[config.mk]
export PLATFORM = sky130hd
export DESIGN_NAME = decoder
export DESIGN_NICKNAME = d
export VERILOG_FILES = /design/src/rtl/cpu_pkg.sv /design/src/rtl/decoder.sv
export SDC_FILE = /design/constraint.sdc
export NUM_CORES = 1
export LEC_CHECK = 0
export BUFFER_PORTS_ARGS = -buffer_cell sky130_fd_sc_hd__buf_4
export CAP_MARGIN = 0
export CORE_AREA = 4 4 41 43
export DETAILED_ROUTE_END_ITERATION = 7
export DIE_AREA = 0 0 45 47
export PLACE_DENSITY = 0.95
export SLEW_MARGIN = 20
export SYNTH_ARGS = -nofsm -noshare
export SYNTH_HDL_FRONTEND = slang
export SYNTH_SLANG_ARGS = --single-unit
[constraint.sdc]
create_clock -name vclk -period 2.21
set_clock_uncertainty 0.05 [all_clocks]
set_input_delay 0.3315 -clock vclk [all_inputs]
set_output_delay 0.3315 -clock vclk [all_outputs]
set_load 0.05 [all_outputs]
[src/rtl/cpu_pkg.sv]
package cpu_pkg;

    // datapath widths
    localparam int DATA_W     = 16;
    localparam int INST_W     = 16;
    localparam int PC_W       = 8;
    localparam int REG_ADDR_W = 3;

    // memory depths in words
    localparam int IMEM_DEPTH = 256;
    localparam int DMEM_DEPTH = 256;

    typedef logic [DATA_W-1:0]     data_t;
    typedef logic [INST_W-1:0]     inst_t;
    typedef logic [PC_W-1:0]       pc_t;
    typedef logic [REG_ADDR_W-1:0] reg_addr_t;

    // major opcode in bits 15..11
    typedef enum logic [4:0] {
        op_nop   = 5'b00001,
        op_b     = 5'b00010,
        op_beqz  = 5'b00100,
        op_addiu = 5'b01001,
        op_li    = 5'b01101,
        op_lw    = 5'b10011,
        op_sw    = 5'b11011,
        op_rrr   = 5'b11100
    } opcode_e;

    // function field of op_rrr in bits 1..0
    localparam logic [1:0] FUNC_ADDU = 2'b01;
    localparam logic [1:0] FUNC_SUBU = 2'b11;

    // bubble inserted on flush
    localparam inst_t NOP_INST = {op_nop, 11'b0};

    typedef enum logic [1:0] {alu_add, alu_sub, alu_pass_b} alu_op_e;
    typedef enum logic [1:0] {br_none, br_beqz, br_always} branch_e;
    typedef enum logic [1:0] {fwd_none, fwd_mem, fwd_wb} fwd_sel_e;

    typedef struct packed {
        alu_op_e   alu_op;
        logic      use_imm;
        logic      mem_read;
        logic      mem_write;
        logic      reg_write;
        branch_e   branch;
        reg_addr_t dest;
    } ctrl_t;

    typedef struct packed {
        ctrl_t     ctrl;
        reg_addr_t src_a;
        reg_addr_t src_b;
        data_t     val_a;
        data_t     val_b;
        data_t     imm;
        pc_t       pc;
    } id_ex_t;

    typedef struct packed {
        logic      mem_read;
        logic      mem_write;
        logic      reg_write;
        reg_addr_t dest;
        data_t     result;
        data_t     store_data;
    } ex_mem_t;

    typedef struct packed {
        logic      reg_write;
        reg_addr_t dest;
        data_t     data;
    } mem_wb_t;

endpackage

[src/rtl/decoder.sv]
`timescale 1ns/1ps

module decoder import cpu_pkg::*; (
    input  inst_t     inst,
    output ctrl_t     ctrl,
    output reg_addr_t src_a,
    output reg_addr_t src_b,
    output logic      uses_a,
    output logic      uses_b,
    output data_t     imm
);

    opcode_e   op;
    reg_addr_t rx;
    reg_addr_t ry;
    reg_addr_t rz;

    assign op = opcode_e'(inst[15:11]);
    assign rx = inst[10:8];
    assign ry = inst[7:5];
    assign rz = inst[4:2];

    // operands always come from rx and ry
    assign src_a = rx;
    assign src_b = ry;

    always_comb begin
        ctrl   = '0;
        uses_a = 1'b0;
        uses_b = 1'b0;
        imm    = '0;
        case (op)
            op_rrr: begin
                // unknown function codes fall back to nop
                if (inst[1:0] == FUNC_ADDU || inst[1:0] == FUNC_SUBU) begin
                    ctrl.alu_op    = (inst[1:0] == FUNC_SUBU) ? alu_sub : alu_add;
                    ctrl.reg_write = 1'b1;
                    ctrl.dest      = rz;
                    uses_a         = 1'b1;
                    uses_b         = 1'b1;
                end
            end
            op_addiu: begin
                ctrl.use_imm   = 1'b1;
                ctrl.reg_write = 1'b1;
                ctrl.dest      = rx;
                uses_a         = 1'b1;
                imm            = data_t'(signed'(inst[7:0]));
            end
            op_li: begin
                ctrl.alu_op    = alu_pass_b;
                ctrl.use_imm   = 1'b1;
                ctrl.reg_write = 1'b1;
                ctrl.dest      = rx;
                imm            = {8'b0, inst[7:0]};
            end
            op_lw: begin
                ctrl.use_imm   = 1'b1;
                ctrl.mem_read  = 1'b1;
                ctrl.reg_write = 1'b1;
                ctrl.dest      = ry;
                uses_a         = 1'b1;
                imm            = data_t'(signed'(inst[4:0]));
            end
            op_sw: begin
                // ry is the store data
                ctrl.use_imm   = 1'b1;
                ctrl.mem_write = 1'b1;
                uses_a         = 1'b1;
                uses_b         = 1'b1;
                imm            = data_t'(signed'(inst[4:0]));
            end
            op_beqz: begin
                ctrl.branch = br_beqz;
                uses_a      = 1'b1;
                imm         = data_t'(signed'(inst[7:0]));
            end
            op_b: begin
                ctrl.branch = br_always;
                imm         = data_t'(signed'(inst[10:0]));
            end
            default: ;
        endcase
    end

endmodule

### Word level (Yosys, flattened, before mapping)

Index checks and enable logic that the tools add are counted.

| word-level totals | value |
|---|---|
| register bits after elaboration | 0 |
| input port bits | 16 |
| output and inout bits | 35 |
| logic and storage cells | 30 |

| operators by class | value |
|---|---|
| eq/ne operators | 9 |
| mux-type cells | 14 |
| reduce and logical (&&, ||, !) cells | 7 |

Operators with widths:

| operator | count |
|---|---|
| $pmux W16 S4 | 1 |
| $eq A5 B5 Y1 const B | 3 |
| $eq A5 B4 Y1 const B | 2 |
| $pmux W3 S3 | 1 |
| $pmux W2 S2 | 2 |
| $reduce_or A4 Y1 | 2 |
| $mux W1 | 6 |
| $pmux W1 S2 | 3 |
| $reduce_or A2 Y1 | 3 |
| $eq A5 B2 Y1 const B | 1 |
| $eq A5 B3 Y1 const B | 1 |
| $mux W3 | 1 |
| $reduce_or A3 Y1 | 1 |
| $eq A2 B1 Y1 const B | 1 |
| $eq A2 B2 Y1 const B | 1 |
| $logic_or A1 B1 Y1 | 1 |

### Logic depth before layout (Yosys ltp)

Gate-level depths: netlist of run 1.

| logic depth | value |
|---|---|
| depth after elaboration | 4 |
| mapped depth | 5 |
| gate-level depth less buffers | 3 |

### Worst setup path before layout of run 1

OpenSTA, ideal clock, no wires.

| timing | value |
|---|---|
| kind | input to output |
| start point | input port inst[13] |
| end point | output port ctrl[0] (netlist bit) |
| arrival time | 2.205 ns |
| data required time | 1.829 ns |
| setup slack | -0.377 ns |
| stages on the path | 4 |
| path buffers | 1 |
| cells stage by stage | buf_2 > and4b_1 > nor2b_1 > a221o_1 |

RTL lines:

| what | RTL line | source |
|---|---|---|
| start, declared | decoder.sv:4 | `input inst_t inst,` |
| end, declared | decoder.sv:5 | `output ctrl_t ctrl,` |

### Final worst setup path of run 1

| timing | value |
|---|---|
| start point | input port inst[11] |
| end point | output port imm[1] |

| between the ends | value |
|---|---|
| longest elaborated chain between the ends | 3 |
| elaborated cells on any way between the ends | 9 |
| those cells by class | 6 x eq/ne; 1 x mux; 2 x reduce/logical |

RTL lines:

| what | RTL line | source |
|---|---|---|
| $eq A5 B4 Y1 (tied with other cells) | decoder.sv:32 | `case (op)` |
| $reduce_or A2 Y1 (no source line) | -- |  |
| $pmux W16 S4 * | decoder.sv:32 |  |
| end, declared | decoder.sv:10 | `output data_t imm` |

Mark *: on every way between the ends. The rest lies on a longest branch, timed or not.

==> results.yml, run 1 <==
flow_run:
  drv_cap: 0
logic_synthesis:
  yosysWarnings: 0
  syn_nets: 95
  avgSynthCellArea_sq_um: 6.67
  synth_top_family_by_area: "simple AND/OR/NAND/NOR gates"
  netlist_area_sq_um: 527
  synthXorXnorAreaFrac_pct: 0
  synthAdderAreaFrac_pct: 0
  synth_compound_area_share_pct: 26.8
  syn_inst: 79
  yosys.area_share.simple_pct: 49.6
  ys_seq_area_share_pct: 0
  ys_types: 28
  synthMuxAreaShare_pct: 0
run_status:
  outcome: "finished clean"
hold_path:
  hold_depth: 2
  min_path_type: "input pin to output pin"
  hold_start: "inst[5]"
  min_to: "src_b[0]"
floorplanning:
  core_area_sq_um: 1300
  ios: 51
  die_h_microns: 47
  start_util_pct: 40.5
  rows: 13
  die_w_microns: 45
  dieArea_sq_um: 2120
drt:
  drt_iter0_drc: 4
  drt-pass1-iter-count: 4
  wl_per_cell_microns: 13.1
  wl_microns: 1700
  drc: 0
  vias: 702
  ant_nets: 0
  viasPerCell: 5.40
sta:
  slew-limit-headroom_pct: 65.0
  min_period_ps: 1970
  worstMarginPinSlew_ps: 523
  fin_ws_ps: 242
  timing.fmax_ghz: 0.508
  hold_violations: 0
  whs_ps: 887
  final_max_slew_viol_count: 0
  timing.final.crit_share_pct: 89.0
  setup_viol: 0
  rsz0062_at_grt: "no"
grt:
  met2_usage_pct: 33.3
  grt_pass1_wl_microns: 2780
  grt-ovfl-total: 0
  antenna_found_initial: 0
  grtUsageMet3_pct: 0.766
  grt_max_degree: 13
  grtUsageMet1_pct: 20.2
  grt_pass1_vias: 646
  grt_busiest_layer: "met2"
  track_usage_pct: 16.5
critical_path:
  cp_cell_sequence: "buf_4, or3_1, a211o_1, a21boi_1, buf_4"
  crit_family: "compound AO/OA/AOI/OAI gates"
  crit_buf_inv: 2
  start_kind: "input pin"
  cp.required_ps: 1830
  slowest_delay_ps: 370
  crit_top_cell: "buf_4"
  end_kind: "output pin"
  critPathArrivalTime_ps: 1590
  critPathKind: "input pin to output pin"
  critical_path.slowest_cell: "or3_1"
  worstPathMaxFanout: 11
placed_design:
  pre_cts_slack_ps: 258
  dp_hpwl_microns: 1420
  portBuffers: 51
  finalWeightedCongestion: 0.827
cells_and_area:
  fill_cells: 120
  layout.nets: 133
  diodes: 0
  syn_to_final_growth_pct: 57.5
  fin_util_pct: 63.7
  layout-drive-gt1-share_pct: 50.4
  nFlopsAndLatches: 0
  nClkBuffers: 0
  regArea_sq_um: 0
power_and_ir_drop:
  static-leakage-power_nw: 0.475
  ir_drop_uv: 145
  switchingPower_mw: 0.138
  pwr-share-comb_pct: 100.0
  p_int_mw: 0.0686
  p_per_area_nw_per_um2: 249
  sw_frac_of_total_pct: 66.8
  clkPwrFrac_pct: 0
  seqPwrFrac_pct: 0
clock_network:
  post_cts_buffers: 0
  holdBufCountCts: 0
  cts_resized: 0
## layout make-up
type | count | area, sq um | share of cell area [%]
Inverter | 4 | 15.0 | 1.81
Tap cell | 15 | 18.8 | 2.26
Multi-Input combinational cell | 60 | 413 | 49.8
Timing Repair Buffer | 51 | 383 | 46.2
## routing by layer
metal  vias to the layer above  part of all wire, %
met5                         -                    0
met4                         0                    0
met3                         0                   11
met2                        36                   49
met1                       316                   40
li1                        350                    -
## Yosys cell counts (all sizes together), types with 2 or more instances
| library cell | number | area [sq um] |
|---|---|---|
| and3 | 5 | 31.3 |
| nand3 | 8 | 40.0 |
| nand2 | 8 | 30.0 |
| inv | 4 | 15.0 |
| o211ai | 4 | 30.0 |
| or3 | 2 | 12.5 |
| and2 | 5 | 31.3 |
| a221o | 3 | 30.0 |
| buf | 15 | 109 |
| a21boi | 6 | 45.1 |
| nor2b | 3 | 18.8 |
| nor2 | 2 | 7.51 |
| nor3b | 2 | 20.0 |
| o21ai | 3 | 15.0 |
## logic make-up (layout without fill, tap and decap cells)
family	after synthesis	in the layout
simple gates	41	41
compound gates	19	19
buf+inv	19	55
## power groups by stage
stage	Sequential (mW)	Combinational (mW)	Clock (mW)
2_1_floorplan	0	0.151	0
3_5_place_dp	0	0.207	0
3_3_place_gp	0	0.204	0
6_report	0	0.207	0
5_1_grt	0	0.218	0
4_1_cts	0	0.207	0
## cells in the final DEF, fill, tap and decap left out, drive strengths merged
cell type	instances
nor2	2
nor3b	2
nand2	8
or3b	1
a22oi	1
and3	5
and4b	1
or3	2
o21ai	3
a21boi	6
nor2b	3
and4bb	1
and3b	1
buf	51
o211ai	4
a211o	1
a221o	3
inv	4
nand3	8
nor4b	1
nand2b	1
a21oi	1
and2	5
## worst max path at each step
| stage | start | end | slack [ps] | depth (start not counted) |
|---|---|---|---|---|
| global route | inst[11] | imm[0] | 190 | 5 |
| detailed placement | inst[11] | imm[1] | 260 | 5 |
| global placement | inst[11] | imm[1] | 270 | 5 |
| floorplan | inst[11] | imm[0] | -70 | 4 |
| finish | inst[11] | imm[1] | 240 | 5 |
| CTS | inst[11] | imm[1] | 250 | 5 |
## stage by stage
step                      TNS (ps)  total power, mW  cells  cell area, sq um
after detailed placement         0            0.207    130               830
after floorplan               -394            0.151     79               537
after global routing             0            0.218    130               830
final                            0            0.207    130               830
after global placement           0            0.204    130               830
after CTS                        0            0.207    130               830
Power figures use the tool's default switching activity.
==> inputs of run 2 (changes only) <==
--- a/config.mk
+++ b/config.mk
@@ -5,11 +5,12 @@
 export SDC_FILE = /design/constraint.sdc
 export NUM_CORES = 1
 export LEC_CHECK = 0
+export ABC_AREA = 1
 export BUFFER_PORTS_ARGS = -buffer_cell sky130_fd_sc_hd__buf_4
 export CAP_MARGIN = 0
-export CORE_AREA = 4 4 41 43
+export CORE_AREA = 2 2 41 43
 export DETAILED_ROUTE_END_ITERATION = 7
-export DIE_AREA = 0 0 45 47
+export DIE_AREA = 0 0 43 45
 export PLACE_DENSITY = 0.95
 export SLEW_MARGIN = 20
 export SYNTH_ARGS = -nofsm -noshare
==> results.yml, run 2 <==
run_status:
  outcome: "finished clean"
cells_and_area:
  layout.nets: 175
  diodes: 0
  nClkBuffers: 0
  layout_common_cells: "buf_4 (51), nand2_1 (40), nand3_1 (21)"
  layout_commonest_cell: "buf_4"
  nFlopsAndLatches: 0
  regArea_sq_um: 0
  final_cell_count_no_fill: 173
  syn_to_final_growth_pct: 50.6
  design_area_sq_um: 931
  layout-drive-gt1-share_pct: 44.6
  fin_util_pct: 63.3
placed_design:
  finalWeightedCongestion: 0.815
  dp_hpwl_microns: 1730
  portBuffers: 51
  place_inst: 173
  placed_cell_area_sq_um: 931
  pre_cts_slack_ps: 285
critical_path:
  worstPathMaxFanout: 6
  cp.required_ps: 1830
  end_kind: "output pin"
  start_kind: "input pin"
  critPathArrivalTime_ps: 1560
  critPathKind: "input pin to output pin"
drt:
  drt_iter0_drc: 27
  ant_nets: 0
  drt-pass1-iter-count: 4
  wl_microns: 2060
  wl_per_cell_microns: 11.9
  vias: 896
  drc: 0
  viasPerCell: 5.18
clock_network:
  holdBufCountCts: 0
  cts_resized: 0
  post_cts_buffers: 0
logic_synthesis:
  ys_types: 15
  netlist_area_sq_um: 618
  yosys.area_share.simple_pct: 73.1
  synth_top_family_by_area: "simple AND/OR/NAND/NOR gates"
  yosysWarnings: 0
  netlist.area_leader.share_pct: 24.3
  synth_area_leaders: "nand2_1 (24%), nand3_1 (17%), buf_4 (15%), inv_1 (7.3%), nand3_2 (6.5%)"
  synthMuxAreaShare_pct: 0
  synth_area_leader_cell: "nand2_1"
  avgSynthCellArea_sq_um: 5.24
  synthAdderAreaFrac_pct: 0
  synth_compound_area_share_pct: 0.810
  syn_inst: 118
  yosysMostFrequentCell: "nand2_1"
  syn_nets: 134
  ys_seq_area_share_pct: 0
  synthXorXnorAreaFrac_pct: 0
  synth_common_cells: "nand2_1 (40), nand3_1 (21), buf_4 (12), inv_1 (12), nor2_1 (8)"
floorplanning:
  ios: 51
  die_h_microns: 45
  rows: 14
  core_area_sq_um: 1470
  dieArea_sq_um: 1940
  die_w_microns: 43
  start_util_pct: 42.0
sta:
  timing.final.crit_share_pct: 87.7
  worstMarginPinSlew_ps: 323
  whs_ps: 891
  timing.fmax_ghz: 0.516
  setup_viol: 0
  min_period_ps: 1940
  hold_violations: 0
  rsz0062_at_grt: "no"
  final_max_slew_viol_count: 0
  slew-limit-headroom_pct: 78.4
  fin_ws_ps: 271
  setup_tns_ps: 0
power_and_ir_drop:
  static-leakage-power_nw: 0.603
  total_power_mw: 0.225
  p_per_area_nw_per_um2: 241
  ir_drop_uv: 106
grt:
  grt_pass1_vias: 738
  grt_pass1_wl_microns: 3160
  antenna_found_initial: 0
  track_usage_pct: 20.2
  grt-ovfl-total: 0
  grt_max_degree: 11
flow_run:
  drv_cap: 0
hold_path:
  min_path_type: "input pin to output pin"
## run 2: changes by cell type in the layout (fill, tap and decap cells not counted), sizes merged, moves of 3 or more
cell / previous run / this run
a221o: 3 / 0
o211ai: 4 / 0
and3: 5 / 0
nand4: 0 / 7
and2: 5 / 0
nand3: 8 / 25
inv: 4 / 19
nor2b: 3 / 0
nand2: 8 / 42
a21boi: 6 / 0
nor2: 2 / 11
## run 2: cell families after synthesis
family	Yosys count
AO/OA/AOI/OAI	1
buffers and inverters	31
AND/OR/NAND/NOR	86
## run 2: area by class of cell
| cell class | instances | area (sq um) |
|---|---|---|
| multi-input cells | 87 | 457 |
| inverters | 19 | 71.3 |
| fillers | 134 | 541 |
| repair buffers | 51 | 383 |
| well taps | 16 | 20.0 |
## run 2: final timing paths
kind,startpoint,to,depth (start not counted)
hold / removal,inst[10],src_a[2],2
setup / recovery,inst[12],imm[14],7
## run 2: report_power, final
group,total [mW],switching (mW),internal [mW]
combinational,0.225,0.159,0.0659
clock,0,0,0
sequential,0,0,0
## run 2: critical path, stage by stage
cell,delay [ps]
buf_4,120
nor2_1,280
nand3_2,180
nand2_4,150
nand2_4,80
nand3_1,170
buf_4,240
## run 2: per-layer routing
layer	GRT usage (%)	up-vias	wire, microns
li1	-	446	-
met1	22.7	397	748
met2	43.0	51	1110
met3	1.20	2	187
met4	1.21	0	9
met5	0	-	0
==> inputs of run 3 (changes only) <==
--- a/config.mk
+++ b/config.mk
@@ -8,10 +8,10 @@
 export ABC_AREA = 1
 export BUFFER_PORTS_ARGS = -buffer_cell sky130_fd_sc_hd__buf_4
 export CAP_MARGIN = 0
-export CORE_AREA = 2 2 41 43
+export CORE_AREA = 2 2 50 52
 export DETAILED_ROUTE_END_ITERATION = 7
-export DIE_AREA = 0 0 43 45
-export PLACE_DENSITY = 0.95
+export DIE_AREA = 0 0 52 54
+export PLACE_DENSITY = 0.7
 export SLEW_MARGIN = 20
 export SYNTH_ARGS = -nofsm -noshare
 export SYNTH_HDL_FRONTEND = slang
==> results.yml, run 3 (synthesis gave the netlist of run 2 again) <==
clock_network:
  holdBufCountCts: 0
  post_cts_buffers: 0
  cts_resized: 0
cells_and_area:
  nFlopsAndLatches: 0
  regArea_sq_um: 0
  layout_common_cells: "buf_4 (51), nand2_1 (40), nand3_1 (21)"
  design_area_sq_um: 948
  fin_util_pct: 40.9
  layout-drive-gt1-share_pct: 44.6
  layout.nets: 175
  layout_commonest_cell: "buf_4"
  diodes: 0
  syn_to_final_growth_pct: 53.4
  nClkBuffers: 0
grt:
  grt_pass1_wl_microns: 3140
  antenna_found_initial: 0
  grt_max_degree: 11
  grt-ovfl-total: 0
  grt_pass1_vias: 741
  track_usage_pct: 13.9
floorplanning:
  dieArea_sq_um: 2810
  start_util_pct: 26.6
  die_w_microns: 52
  rows: 18
  core_area_sq_um: 2320
  die_h_microns: 54
  ios: 51
drt:
  drt_iter0_drc: 16
  wl_per_cell_microns: 10.6
  vias: 866
  top_layer: "met4"
  viasPerCell: 4.63
  drt-pass1-iter-count: 5
  drc: 0
  wl_met1_microns: 854
  wl_met2_microns: 977
  ant_nets: 0
  wl_met3_microns: 135
  wl_microns: 1990
sta:
  timing.final.crit_share_pct: 85.6
  fin_ws_ps: 317
  setup_viol: 0
  slew-limit-headroom_pct: 81.2
  timing.fmax_ghz: 0.528
  min_period_ps: 1890
  worstMarginPinSlew_ps: 280
  rsz0062_at_grt: "no"
  setup_tns_ps: 0
  hold_violations: 0
  final_max_slew_viol_count: 0
power_and_ir_drop:
  p_int_mw: 0.0659
  sw_frac_of_total_pct: 70.6
  static-leakage-power_nw: 0.603
  p_per_area_nw_per_um2: 236
  switchingPower_mw: 0.158
  pwr-share-comb_pct: 100.0
  seqPwrFrac_pct: 0
  ir_drop_uv: 104
  clkPwrFrac_pct: 0
  total_power_mw: 0.224
critical_path:
  cp.required_ps: 1830
  start_kind: "input pin"
  critPathArrivalTime_ps: 1510
  end_kind: "output pin"
  endpoint: "imm[10]"
  crit_start: "inst[12]"
  worstPathMaxFanout: 6
  critPathKind: "input pin to output pin"
run_status:
  outcome: "finished clean"
placed_design:
  portBuffers: 51
  finalWeightedCongestion: 0.807
  pre_cts_slack_ps: 309
  dp_hpwl_microns: 1600
  placed_cell_area_sq_um: 948
flow_run:
  drv_cap: 0
hold_path:
  hold_start: "inst[9]"
  min_path_type: "input pin to output pin"
## run 3: cell counts in the layout (fill, tap and decap cells not counted)
No cell type changed its count.
## run 3: area by class of cell
class / count / area, sq um
inverters: 19 / 71.3
multi-input cells: 87 / 457
well taps: 30 / 37.5
repair buffers: 51 / 383
fillers: 244 / 1370
## run 3: power groups by stage
stage                     Clock (mW)  Sequential (mW)  Combinational [mW]
final                              0                0               0.224
after global placement             0                0               0.222
after detailed placement           0                0               0.224
after CTS                          0                0               0.224
after floorplan                    0                0               0.154
after global routing               0                0               0.238
## run 3: how the worst min path moves through the flow
stage                    end  slack (ps)  cells after the start
finish              src_a[1]         890                      2
global route        src_a[1]         900                      2
CTS                 src_a[1]         890                      2
detailed placement  src_a[1]         890                      2
global placement    src_a[0]         890                      2
floorplan            ctrl[7]         680                      1
## run 3: critical path, cell delays in order
cell and delay (ps):
buf_4 120, nor2_1 240, nand3_2 190, nand2_4 150, nand2_4 70, nand3_1 170, buf_4 240
## run 3: through the flow
stage          std cells  hold WS, ps
2_1_floorplan        118          680
5_1_grt              187          897
4_1_cts              187          888
3_5_place_dp         187          888
6_report             187          887
3_3_place_gp         187          890
## run 3: metal layers
| metal | track usage, % | vias to the layer above |
|---|---|---|
| li1 | - | 449 |
| met1 | 18.3 | 379 |
| met2 | 25.9 | 36 |
| met3 | 0.278 | 2 |
| met4 | 1.75 | 0 |
| met5 | 0 | - |
